**src/source/sdPkg.sv**
```systemverilog
package sdPkg;

    // ======================================================================
    // Frame geometry
    // ======================================================================
    localparam int CmdBits = 40;
    localparam int CmdFrameBits = 48;
    localparam int RespBitsShort = 48;
    localparam int RespBitsLong = 136;

    // R2 leaves start, direction and reserved bits out of the CRC
    localparam int Resp136CrcSkip = 8;

    // clk_fast cycles per sdClk period, low half first
    localparam int SdClkDiv = 4;
    localparam int SdClkCntBits = $clog2(SdClkDiv);
    localparam int BitCntBits = $clog2(RespBitsLong + 1);

    typedef logic [CmdBits-1:0] cmdBitsT;
    typedef logic [RespBitsLong-1:0] respDataT;
    typedef logic [6:0] crc7T;
    typedef logic [SdClkCntBits-1:0] sdClkCntT;
    typedef logic [BitCntBits-1:0] bitCntT;

    typedef enum logic [1:0] {
        RespNone = 2'd0,
        Resp48 = 2'd1,
        Resp136 = 2'd2
    } respTypeT;

    // ======================================================================
    // Engine state machines
    // ======================================================================
    typedef enum logic [1:0] {SendIdle, SendCmd, SendCrc, SendEnd} sendStateT;
    typedef enum logic [1:0] {RecvIdle, RecvWaitStart, RecvBits} recvStateT;
    typedef enum logic [1:0] {SeqIdle, SeqSend, SeqRecv, SeqAck} seqStateT;

endpackage

```
**src/source/sdLinkIf.sv**
```systemverilog
`timescale 1ns/1ps

interface sdLinkIf;

    // One-cycle start and done pulses
    logic sendStart;
    logic sendDone;
    logic recvStart;
    logic recvDone;

    // High while the sender owns the CMD line
    logic sendBusy;

    sdPkg::cmdBitsT cmdBits;
    sdPkg::respTypeT respType;
    sdPkg::respDataT respData;
    logic respCrcErr;

    modport seq (
        output sendStart, recvStart, cmdBits, respType,
        input sendDone, recvDone
    );

    modport sender (
        input sendStart, cmdBits,
        output sendDone, sendBusy
    );

    // Receiver also sees sendStart so stale results are cleared per command
    modport receiver (
        input sendStart, recvStart, respType, sendBusy,
        output recvDone, respData, respCrcErr
    );

endinterface

```
**src/source/cmdSender.sv**
```systemverilog
`timescale 1ns/1ps

module cmdSender (
    input  logic        clk_fast,
    input  logic        rst,
    input  logic        fallTick,
    output logic        cmdOut,
    output logic        cmdOutEn,
    sdLinkIf.sender     link
);

    sdPkg::sendStateT state;
    sdPkg::bitCntT bitCnt;
    logic [sdPkg::CmdFrameBits-1:0] shiftReg;
    logic crcClear;
    logic crcEnable;
    logic crcShiftOut;
    logic crcMsb;

    assign link.sendBusy = cmdOutEn;

    assign crcClear = (state == sdPkg::SendIdle) && link.sendStart;
    assign crcEnable = fallTick && ((state == sdPkg::SendCmd) || (state == sdPkg::SendCrc));
    assign crcShiftOut = (state == sdPkg::SendCrc);

    // ======================================================================
    // Frame FSM, one bit per fallTick
    // ======================================================================
    always_ff @(posedge clk_fast) begin
        if (rst) begin
            state <= sdPkg::SendIdle;
            bitCnt <= '0;
            cmdOut <= 1'b1;
            cmdOutEn <= 1'b0;
            link.sendDone <= 1'b0;
        end else begin
            link.sendDone <= 1'b0;
            case (state)
                sdPkg::SendIdle: begin
                    if (link.sendStart) begin
                        bitCnt <= '0;
                        state <= sdPkg::SendCmd;
                    end
                end
                sdPkg::SendCmd: begin
                    if (fallTick) begin
                        cmdOut <= shiftReg[sdPkg::CmdFrameBits-1];
                        cmdOutEn <= 1'b1;
                        bitCnt <= bitCnt + 1'b1;
                        if (bitCnt == sdPkg::bitCntT'(sdPkg::CmdBits - 1)) begin
                            state <= sdPkg::SendCrc;
                        end
                    end
                end
                sdPkg::SendCrc: begin
                    // CRC register drains MSB first
                    if (fallTick) begin
                        cmdOut <= crcMsb;
                        bitCnt <= bitCnt + 1'b1;
                        if (bitCnt == sdPkg::bitCntT'(sdPkg::CmdFrameBits - 2)) begin
                            state <= sdPkg::SendEnd;
                        end
                    end
                end
                sdPkg::SendEnd: begin
                    if (fallTick) begin
                        if (bitCnt == sdPkg::bitCntT'(sdPkg::CmdFrameBits - 1)) begin
                            cmdOut <= shiftReg[sdPkg::CmdFrameBits-1];
                            bitCnt <= bitCnt + 1'b1;
                        end else begin
                            // End bit held a full period, release the line
                            cmdOut <= 1'b1;
                            cmdOutEn <= 1'b0;
                            link.sendDone <= 1'b1;
                            state <= sdPkg::SendIdle;
                        end
                    end
                end
                default: state <= sdPkg::SendIdle;
            endcase
        end
    end

    // Low bits preload the end bit; CRC slots are taken from the CRC register
    always_ff @(posedge clk_fast) begin
        if ((state == sdPkg::SendIdle) && link.sendStart) begin
            shiftReg <= {link.cmdBits, {(sdPkg::CmdFrameBits - sdPkg::CmdBits - 1){1'b0}}, 1'b1};
        end else if (fallTick && (state != sdPkg::SendIdle)) begin
            shiftReg <= {shiftReg[sdPkg::CmdFrameBits-2:0], 1'b0};
        end
    end

    crc7 crcGen (
        .clk_fast (clk_fast),
        .rst      (rst),
        .clear    (crcClear),
        .enable   (crcEnable),
        .shiftOut (crcShiftOut),
        .dataIn   (shiftReg[sdPkg::CmdFrameBits-1]),
        .crcOut   (),
        .crcMsb   (crcMsb)
    );

endmodule

```
**src/source/crc7.sv**
```systemverilog
`timescale 1ns/1ps

module crc7 (
    input  logic          clk_fast,
    input  logic          rst,
    input  logic          clear,
    input  logic          enable,
    input  logic          shiftOut,
    input  logic          dataIn,
    output sdPkg::crc7T   crcOut,
    output logic          crcMsb
);

    logic feedback;

    assign feedback = dataIn ^ crcOut[6];
    assign crcMsb = crcOut[6];

    // x^7 + x^3 + 1, taps land on bits 3 and 0
    always_ff @(posedge clk_fast) begin
        if (rst || clear) begin
            crcOut <= '0;
        end else if (enable) begin
            if (shiftOut) begin
                crcOut <= {crcOut[5:0], 1'b0};
            end else begin
                crcOut <= {crcOut[5:0], 1'b0} ^ (feedback ? 7'h09 : 7'h00);
            end
        end
    end

endmodule

```
**src/source/hostSequencer.sv**
```systemverilog
`timescale 1ns/1ps

module hostSequencer (
    input  logic              clk_fast,
    input  logic              rst,
    input  logic              cmdReq,
    input  sdPkg::cmdBitsT    cmdBits,
    input  sdPkg::respTypeT   respType,
    output logic              cmdAck,
    sdLinkIf.seq              link
);

    sdPkg::seqStateT state;

    // Engine busy windows from start pulse to done pulse
    logic sendPending;
    logic recvPending;

    // ======================================================================
    // Host handshake and engine sequencing
    // ======================================================================
    always_ff @(posedge clk_fast) begin
        if (rst) begin
            state <= sdPkg::SeqIdle;
            cmdAck <= 1'b0;
            link.sendStart <= 1'b0;
            link.recvStart <= 1'b0;
        end else begin
            link.sendStart <= 1'b0;
            link.recvStart <= 1'b0;
            case (state)
                sdPkg::SeqIdle: begin
                    if (cmdReq) begin
                        link.sendStart <= 1'b1;
                        state <= sdPkg::SeqSend;
                    end
                end
                sdPkg::SeqSend: begin
                    if (link.sendDone) begin
                        if (link.respType == sdPkg::RespNone) begin
                            cmdAck <= 1'b1;
                            state <= sdPkg::SeqAck;
                        end else begin
                            link.recvStart <= 1'b1;
                            state <= sdPkg::SeqRecv;
                        end
                    end
                end
                sdPkg::SeqRecv: begin
                    if (link.recvDone) begin
                        cmdAck <= 1'b1;
                        state <= sdPkg::SeqAck;
                    end
                end
                sdPkg::SeqAck: begin
                    // Hold ack and result until the host lets go
                    if (!cmdReq) begin
                        cmdAck <= 1'b0;
                        state <= sdPkg::SeqIdle;
                    end
                end
                default: state <= sdPkg::SeqIdle;
            endcase
        end
    end

    // Request payload captured on acceptance
    always_ff @(posedge clk_fast) begin
        if ((state == sdPkg::SeqIdle) && cmdReq) begin
            link.cmdBits <= cmdBits;
            link.respType <= respType;
        end
    end

    always_ff @(posedge clk_fast) begin
        if (rst) begin
            sendPending <= 1'b0;
            recvPending <= 1'b0;
        end else begin
            if (link.sendStart) begin
                sendPending <= 1'b1;
            end else if (link.sendDone) begin
                sendPending <= 1'b0;
            end
            if (link.recvStart) begin
                recvPending <= 1'b1;
            end else if (link.recvDone) begin
                recvPending <= 1'b0;
            end
        end
    end

    ackNeedsReq: assert property (@(posedge clk_fast) disable iff (rst)
        $rose(cmdAck) |-> cmdReq);

    startOnlyWhenIdle: assert property (@(posedge clk_fast) disable iff (rst)
        (link.sendStart || link.recvStart) |-> !(sendPending || recvPending));

endmodule

```
**src/source/respReceiver.sv**
```systemverilog
`timescale 1ns/1ps

module respReceiver (
    input  logic        clk_fast,
    input  logic        rst,
    input  logic        riseTick,
    input  logic        cmdIn,
    sdLinkIf.receiver   link
);

    sdPkg::recvStateT state;
    sdPkg::bitCntT bitCnt;
    sdPkg::bitCntT bitNum;
    sdPkg::bitCntT lastBit;
    sdPkg::bitCntT crcFirst;
    sdPkg::bitCntT crcLast;
    sdPkg::respDataT shiftReg;
    sdPkg::crc7T crcOut;
    logic crcEnable;
    logic takeBit;

    // Bits count from 1, the start bit being bit 1
    assign bitNum = bitCnt + 1'b1;
    assign lastBit = (link.respType == sdPkg::Resp136) ?
        sdPkg::bitCntT'(sdPkg::RespBitsLong) : sdPkg::bitCntT'(sdPkg::RespBitsShort);

    // Start bit is zero, so leaving it out keeps the CRC unchanged
    assign crcFirst = (link.respType == sdPkg::Resp136) ?
        sdPkg::bitCntT'(sdPkg::Resp136CrcSkip + 1) : sdPkg::bitCntT'(2);
    assign crcLast = lastBit - sdPkg::bitCntT'($bits(sdPkg::crc7T) + 1);

    assign crcEnable = riseTick && (state == sdPkg::RecvBits) &&
        (bitNum >= crcFirst) && (bitNum <= crcLast);
    assign takeBit = riseTick &&
        (((state == sdPkg::RecvWaitStart) && !cmdIn) || (state == sdPkg::RecvBits));

    // ======================================================================
    // Response FSM, one bit per riseTick
    // ======================================================================
    always_ff @(posedge clk_fast) begin
        if (rst) begin
            state <= sdPkg::RecvIdle;
            bitCnt <= '0;
            link.recvDone <= 1'b0;
            link.respData <= '0;
            link.respCrcErr <= 1'b0;
        end else begin
            link.recvDone <= 1'b0;
            if (link.sendStart) begin
                link.respData <= '0;
                link.respCrcErr <= 1'b0;
            end
            case (state)
                sdPkg::RecvIdle: begin
                    if (link.recvStart) begin
                        bitCnt <= '0;
                        state <= sdPkg::RecvWaitStart;
                    end
                end
                sdPkg::RecvWaitStart: begin
                    if (riseTick && !cmdIn) begin
                        bitCnt <= sdPkg::bitCntT'(1);
                        state <= sdPkg::RecvBits;
                    end
                end
                sdPkg::RecvBits: begin
                    if (riseTick) begin
                        bitCnt <= bitNum;
                        if (bitNum == lastBit) begin
                            // Low register bits hold the 7 received CRC bits here
                            link.respData <= {shiftReg[sdPkg::RespBitsLong-2:0], cmdIn};
                            link.respCrcErr <= (crcOut != shiftReg[$bits(sdPkg::crc7T)-1:0]) ||
                                !cmdIn;
                            link.recvDone <= 1'b1;
                            state <= sdPkg::RecvIdle;
                        end
                    end
                end
                default: state <= sdPkg::RecvIdle;
            endcase
        end
    end

    always_ff @(posedge clk_fast) begin
        if (link.recvStart) begin
            shiftReg <= '0;
        end else if (takeBit) begin
            shiftReg <= {shiftReg[sdPkg::RespBitsLong-2:0], cmdIn};
        end
    end

    crc7 crcCheck (
        .clk_fast (clk_fast),
        .rst      (rst),
        .clear    (link.recvStart),
        .enable   (crcEnable),
        .shiftOut (1'b0),
        .dataIn   (cmdIn),
        .crcOut   (crcOut),
        .crcMsb   ()
    );

    // CMD line must already be released by the sender
    noRecvWhileDriving: assert property (@(posedge clk_fast) disable iff (rst)
        (state != sdPkg::RecvIdle) |-> !link.sendBusy);

endmodule

```
**src/source/sdClockGen.sv**
```systemverilog
`timescale 1ns/1ps

module sdClockGen (
    input  logic clk_fast,
    input  logic rst,
    output logic sdClk,
    output logic fallTick,
    output logic riseTick
);

    sdPkg::sdClkCntT divCnt;

    // Strobes sit on the cycle just before each sdClk edge
    assign fallTick = (divCnt == sdPkg::sdClkCntT'(sdPkg::SdClkDiv - 1));
    assign riseTick = (divCnt == sdPkg::sdClkCntT'(sdPkg::SdClkDiv / 2 - 1));

    always_ff @(posedge clk_fast) begin
        if (rst) begin
            divCnt <= '0;
            sdClk <= 1'b0;
        end else begin
            divCnt <= fallTick ? '0 : divCnt + 1'b1;
            if (riseTick) begin
                sdClk <= 1'b1;
            end else if (fallTick) begin
                sdClk <= 1'b0;
            end
        end
    end

    // Each strobe comes in the opposite sdClk phase so the two never coincide
    strobesMatchPhase: assert property (@(posedge clk_fast) disable iff (rst)
        (!fallTick || sdClk) && (!riseTick || !sdClk));

endmodule

```
**src/source/sdCmdHost.sv**
```systemverilog
`timescale 1ns/1ps

module sdCmdHost (
    input  logic              clk_fast,
    input  logic              rst,

    // Host command port
    input  logic              cmdReq,
    input  sdPkg::cmdBitsT    cmdBits,
    input  sdPkg::respTypeT   respType,
    output logic              cmdAck,
    output sdPkg::respDataT   respData,
    output logic              respCrcErr,

    // Card side
    output logic              sdClk,
    output logic              cmdOut,
    output logic              cmdOutEn,
    input  logic              cmdIn
);

    logic fallTick;
    logic riseTick;

    sdLinkIf link ();

    assign respData = link.respData;
    assign respCrcErr = link.respCrcErr;

    sdClockGen clockGen (
        .clk_fast (clk_fast),
        .rst      (rst),
        .sdClk    (sdClk),
        .fallTick (fallTick),
        .riseTick (riseTick)
    );

    hostSequencer sequencer (
        .clk_fast (clk_fast),
        .rst      (rst),
        .cmdReq   (cmdReq),
        .cmdBits  (cmdBits),
        .respType (respType),
        .cmdAck   (cmdAck),
        .link     (link.seq)
    );

    cmdSender sender (
        .clk_fast (clk_fast),
        .rst      (rst),
        .fallTick (fallTick),
        .cmdOut   (cmdOut),
        .cmdOutEn (cmdOutEn),
        .link     (link.sender)
    );

    respReceiver receiver (
        .clk_fast (clk_fast),
        .rst      (rst),
        .riseTick (riseTick),
        .cmdIn    (cmdIn),
        .link     (link.receiver)
    );

endmodule

```
**config.mk**
```make
export PLATFORM = sky130hd
export DESIGN_NAME = sdCmdHost
export DESIGN_NICKNAME = d
export VERILOG_FILES = /design/src/source/sdPkg.sv /design/src/source/sdLinkIf.sv /design/src/source/cmdSender.sv /design/src/source/crc7.sv /design/src/source/hostSequencer.sv /design/src/source/respReceiver.sv /design/src/source/sdClockGen.sv /design/src/source/sdCmdHost.sv
export SDC_FILE = /design/constraint.sdc
export NUM_CORES = 1
export LEC_CHECK = 0
export BUFFER_PORTS_ARGS = -buffer_cell sky130_fd_sc_hd__buf_4
export CAP_MARGIN = 10
export CORE_AREA = 8 8 213 215
export CTS_CLUSTER_SIZE = 40
export DETAILED_ROUTE_END_ITERATION = 16
export DIE_AREA = 0 0 221 223
export GPL_ROUTABILITY_DRIVEN = 1
export PLACE_DENSITY = 0.61
export SLEW_MARGIN = 20
export SYNTH_ARGS = -nofsm -noshare
export SYNTH_HDL_FRONTEND = slang
export SYNTH_SLANG_ARGS = --single-unit
```
**constraint.sdc**
```tcl
create_clock -name clk_fast -period 2.3 [get_ports clk_fast]
set_clock_uncertainty 0.1 [all_clocks]
set_input_delay 0.46 -clock clk_fast [delete_from_list [all_inputs] [get_ports clk_fast]]
set_output_delay 0.46 -clock clk_fast [all_outputs]
set_load 0.005 [all_outputs]
```
==> reports/metrics.cfg, run 1 <==
[synthesis]
synth_adder_area_share_pct=1.43
synthArstFlopShare_pct=0
synthSimpleGateAreaFrac_pct=19.9
synth_top_area_share_pct=39.3
synth_cell_type_count=60
ys_warn_count=0
synth_xor_area_share_pct=1.30
synth_cells=1873
postSynthAreaPerCell_um2=8.86
synthMuxAreaShare_pct=0.724
synth_edf_count=82
post-synth-top-area-cell=dfxtp_1
synthTopCellsByCount=326 x dfxtp_1, 313 x nand2_1, 311 x a21oi_1
netlist_area_um2=16600
synth_seq_area_share_pct=54.1
yosysMostFrequentCell=dfxtp_1
synth-compound-area-share_pct=17.6
synth-main-ff-cell=dfxtp_1
synth-seq-cells=408
synth_top_family_by_area=simple AND/OR/NAND/NOR gates
synth_nets=1938
synth_area_leaders=dfxtp_1 39%, edfxtp_1 15%, a21oi_1 9.4%

[placement]
place_area_um2=19000
placed_cells=2522
dp_slack_ps=-181
gp_congestion=0.825
hpwl_mm=25.6
port-buffer-count=186

[detailed_routing]
drt-initial-drc-count=832
routedWlPerCell_um=16.4
vias=13903
post-route-drc-count=0
drt_pass1_iterations=5
drt_wl_total_mm=43.6
postRouteAntennaNets=0
vias_per_cell=5.22

[clocking]
clk_pin_slew_ps=60
clk_latency_ps=570
cts_tree=done
root_buffer=clkbuf_16
cts_buffer_depth=3
cts_sinks=408
cts_buffers=44
htreeDepth=2

[critical_path]
cp_max_fo=20
path_class=flop to flop
worstPathArrival_ps=2740
cp.required_ps=2690
startpoint_type=flop
endpoint_kind=flop

[floorplanning]
die_height_um=223
core_um2=42300
die_x_um=221
ios=187
initial_core_util_pct=39.2
dieArea_um2=49300
num_rows=76

[global_route]
grt_usage_pct=16.7
grt_pass1_wl_mm=69.9
antenna_found_initial=0
grt_pass1_vias=13399
overflow=0
grt_max_degree=138

[worst_hold_path]
hold_class=input pin to flop

[sta]
tns_ps=-867
rsz0062_at_grt=yes
final-setup-viol-count=46
tightest_slew_ps=948
min_period_ps=2340
max_freq_mhz=427
timing.final.max_slew_violations=0
max_slew_margin_pct=36.8
period_share_pct=102
hold_viol=0
worst_slack_ps=-42.7

[run_status]
failed_checks=negative setup slack
status=complete, but fails checks

[final_layout]
finalNetCount=2148
fin_util_pct=50.6
final_cells=2664
num-fill-cells=3797
diodes=0
final_area_um2=21400
drive_gt1_share_pct=19.0
area_growth_pct=29.1

[power_and_ir_drop]
p_per_area_nw_per_um2=775
leakagePower_uw=0.00798
vdd_drop_max_v=0.000659

[flow_run]
maxCapViolations=0

[timing repair]
action | 4_1_cts | 5_1_grt
cloned | 2 | 6
pin swaps | 8 | 7
setup buffers | 8 | 3
endpoints found under the hold margin | 42 | 0
hold buffers | 42 | 0
gates resized for setup | 33 | 29
setup endpoints to repair | 146 | 144
[metal layers]
metal | wire [um] | vias up | global-route usage (%)
li1 | - | 6871 | -
met1 | 19800 | 6617 | 21.6
met2 | 20600 | 356 | 27.9
met3 | 2260 | 59 | 3.61
met4 | 880 | 0 | 4.93
met5 | 0 | - | 0
[sequential cells by signal (all words and copies together), names as in the netlist, 7 cells and up]
signal and flops:
sender.crcGen.crcOut 7, sequencer.link.cmdBits 40, receiver.bitCnt 8, sender.bitCnt 8, receiver.shiftReg 135, sender.shiftReg 48, receiver.link.respData 136, receiver.crcCheck.crcOut 7
[power breakdown]
| group | switching (uW) | internal [uW] |
|---|---|---|
| combinational | 898 | 573 |
| clock | 2890 | 4260 |
| sequential | 167 | 7810 |
| total | 3960 | 12600 |
[through the flow]
step	hold WS (ps)	total power (uW)
final	143	16600
after detailed placement	344	9520
after global routing	128	17300
after CTS	108	16800
after global placement	337	9490
after floorplan	325	9030
[final timing paths]
path	slack, ps	cells after the start	to	from
max reg2reg	-40	10	receiver.link.respData[90]	receiver.bitCnt[0]
min reg2reg	350	2	sender.shiftReg[1]	sender.shiftReg[0]
max	-40	10	receiver.link.respData[90]	receiver.bitCnt[0]
min	140	3	receiver.link.respData[0]	cmdIn
[worst max-delay path, stage by stage, from the launching register on]
cell	delay, ps
dfxtp_4	370
ha_2	230
and2_4	190
and4_4	250
o31a_1	220
buf_4	150
o2bb2ai_4	150
buf_12	170
buf_12	160
nand3_1	120
a21oi_2	140
[layout make-up]
type,instances,area [um2],share of cell area [%]
clock buffer,68,1300,6.08
clock inverter,13,171,0.800
inverter,23,86.3,0.403
multi-input combinational,1283,7080,33.0
sequential,408,9010,42.0
tap,546,683,3.19
timing repair buffer,323,3100,14.4
[logic make-up after synthesis]
kind of cell               count (synthesis)
and+or+nand+nor                          696
adders and majority gates                 19
muxes                                     12
xor gates and xnor gates                  23
DFF                                      408
AOI/OAI and AO/OA                        533
buffers and inverters                    182
[cells in the final DEF (no fill, tap or decap), types with 9 or more instances in the layout]
master         instances
nor2_1                33
ha_1                  16
a21oi_1              298
clkbuf_8               9
o21ai_1              118
inv_1                 20
nand2_1              311
clkbuf_1              14
dlygate4sd3_1         42
edfxtp_1              82
nand3_1              153
xor2_1                 9
mux2i_1               12
nor2b_1              141
nor3_1                12
a22o_1                40
a21oi_2               13
buf_12                29
buf_4                236
o21ai_0               33
clkbuf_16             50
dfxtp_1              319
xnor2_1               12
Note: power is estimated with default switching activity, not from simulation.
==> run 2: changes to the inputs <==
Settings changed: CORE_AREA 8 8 213 215 to 8 8 253 182, DIE_AREA 0 0 221 223 to 0 0 261 190, SETUP_SLACK_MARGIN from default to 0.1.
==> run 2 against run 1 <==
Effect of this change:
- the run still ends with negative setup slack left
- combinational power grew 5%
- register-to-register slack got worse by 40 ps
- die area up 0.62%
- sequential power hardly changed
==> reports/metrics.cfg, run 2 (synthesis results as in run 1) <==
[critical_path]
cp_max_fo=11  ; -45%
endpoint_kind=flop
cp_cell_sequence=buf_4 > and3_4 > and4_4 > o31a_1 > o2bb2ai_4 > buf_12 > buf_16 > clkbuf_16 > nand3_4 > a21oi_2
cp.required_ps=2660  ; -30 ps
reg2reg_slack_ps=-80  ; -40 ps
timing.rr.start=receiver.bitCnt[2]
r2r_end=receiver.link.respData[76]
worstPathArrival_ps=2750  ; about the same
reg2regPathDepth=10  ; unchanged
startpoint_type=flop
cp_slowest_stage_delay_ps=350  ; -20 ps
path_class=flop to flop
cp_slowest_cell=dfxtp_2

[final_layout]
num-fill-cells=3841  ; +1.2%
largest_reg_flops=136  ; unchanged
diodes=0  ; unchanged
final_common_cell=dfxtp_1
largest-register=receiver.link.respData
fin_util_pct=52.5  ; +1.9 points
area_growth_pct=32.7
multi_input_area_um2=7490  ; +5.8%
drive_gt1_share_pct=23.0  ; +3.9 points
finalNetCount=2159  ; +0.51%
top_regs=receiver.link.respData x136, receiver.shiftReg x135, sender.shiftReg x48
most-common-layout-cells=320 x dfxtp_1, 310 x nand2_1, 278 x a21oi_1
seqCellArea_um2=9010  ; about the same

[clocking]
cts_tree=done
htreeDepth=2  ; unchanged
cts_sinks=408  ; unchanged
cts_buffers=42  ; -4.5%
cts_buffer_depth=3  ; unchanged
root_buffer=clkbuf_16
clk_pin_slew_ps=70  ; about the same
clk_latency_ps=550  ; -20 ps

[floorplanning]
dieArea_um2=49600  ; +0.62%
core_um2=41900  ; -0.90%
die_x_um=261  ; +18%
die_height_um=190  ; -15%
ios=187  ; unchanged
initial_core_util_pct=39.6  ; +0.36 points
num_rows=63  ; -17%

[detailed_routing]
post-route-drc-count=0  ; unchanged
drt_pass1_iterations=7  ; +2
vias=14071  ; +1.2%
postRouteAntennaNets=0  ; unchanged
drt_wl_total_mm=47.2  ; +8.2%
routedWlPerCell_um=17.6  ; +7.7%
drt-initial-drc-count=1065  ; +28%
vias_per_cell=5.25  ; +0.68%

[sta]
rsz0062_at_grt=yes
worst_slack_ps=-83.4  ; -40.7 ps
final-setup-viol-count=110  ; +140%
max_freq_mhz=420  ; -1.7%
period_share_pct=104  ; +1.8 points
max_slew_margin_pct=40.5  ; +3.7 points
min_period_ps=2380  ; +40.7 ps
timing.final.max_slew_violations=0  ; unchanged
tightest_slew_ps=893  ; -55.4 ps
tns_ps=-4550  ; -3680 ps
hold_viol=0  ; unchanged

[worst_hold_path]
hold_class=input pin to flop
min_from=cmdIn
min_to=receiver.shiftReg[0]
hold_depth=3  ; unchanged

[global_route]
overflow=0  ; unchanged
grt_max_degree=138  ; unchanged
grt_pass1_vias=13396  ; -0.022%
grt_pass1_wl_mm=72.0  ; +3.0%
grt_usage_pct=17.3  ; +0.57 points
antenna_found_initial=0  ; unchanged

[flow_run]
maxCapViolations=0  ; unchanged

[power_and_ir_drop]
p_per_area_nw_per_um2=734  ; -5.3%
vdd_drop_max_v=0.000776  ; +18%
leakagePower_uw=0.00807  ; +1.1%

[placement]
port-buffer-count=186  ; unchanged
gp_congestion=0.846  ; +2.6%
hpwl_mm=26.7  ; +4.3%

[run_status]
status=complete, but fails checks
failed_checks=negative setup slack

-- run 2: cell count changes in the layout (fill, tap and decap cells not counted), sizes merged --
cell and change:
clkinvlp +4, clkbuf +1, buf +2, clkinv +4, bufinv -3
-- run 2: power breakdown --
| group | switching (uW) | leakage, uW | internal [uW] | total, uW |
|---|---|---|---|---|
| sequential | 175 | 0.00341 | 7810 | 7980 |
| combinational | 947 | 0.00401 | 601 | 1550 |
| clock | 2900 | 0.000653 | 3740 | 6640 |
| total | 4020 | 0.00807 | 12100 | 16200 |
-- run 2: how the worst max path moves through the flow --
| stage | endpoint | startpoint | depth (start not counted) |
|---|---|---|---|
| after global placement | receiver.state[1] | receiver.bitCnt[0] | 9 |
| after global routing | receiver.crcCheck.crcOut[5] | receiver.bitCnt[1] | 10 |
| after detailed placement | receiver.state[1] | receiver.bitCnt[0] | 9 |
| after CTS | receiver.crcCheck.crcOut[5] | receiver.bitCnt[1] | 10 |
| after floorplan | receiver.crcCheck.crcOut[1] | receiver.bitCnt[2] | 11 |
| final | receiver.link.respData[76] | receiver.bitCnt[2] | 10 |
-- run 2: metal layers --
| layer | vias to the layer above | GRT usage [%] | share of wire [%] |
|---|---|---|---|
| li1 | 6907 | - | - |
| met1 | 6752 | 23.6 | 47 |
| met2 | 361 | 28.2 | 46 |
| met3 | 51 | 3.02 | 4.9 |
| met4 | 0 | 4.38 | 1.6 |
| met5 | - | 0 | 0 |
-- run 2: layout make-up --
class / instances / area share [%]
well taps: 552 / 3.13
clock inverters: 18 / 0.528
repair buffers: 336 / 15.5
flip-flops and latches: 408 / 40.9
inverters: 23 / 0.392
clock buffers: 58 / 5.55
multi-input cells: 1283 / 34.0
-- run 2: worst max-delay path: cells and delay by family (launching register included) --
family | cells | cell delay [ps]
compound gates | 3 | 590
flops | 1 | 350
buf+inv | 4 | 710
simple gates | 3 | 550
-- run 2: repair_timing --
item | 4_1_cts | 5_1_grt
endpoints found under the setup margin | 147 | 181
hold endpoints to repair | 42 | 0
hold buffers | 42 | 0
pin swaps | 1 | 67
buffers inserted | 5 | 4
gates cloned | 3 | 20
resized for setup | 15 | 153
-- run 2: per-stage QoR --
step	total power [uW]	hold WS [ps]	setup WS, ps	cells	area [um2]
4_1_cts	16300	118	-139	2654	20900
3_5_place_dp	9600	347	-214	2528	19000
5_1_grt	16800	151	-218	2678	22000
2_1_floorplan	9030	325	-35.2	1873	16600
6_report	16200	155	-83.4	2678	22000
3_3_place_gp	9550	340	-135	2528	19000
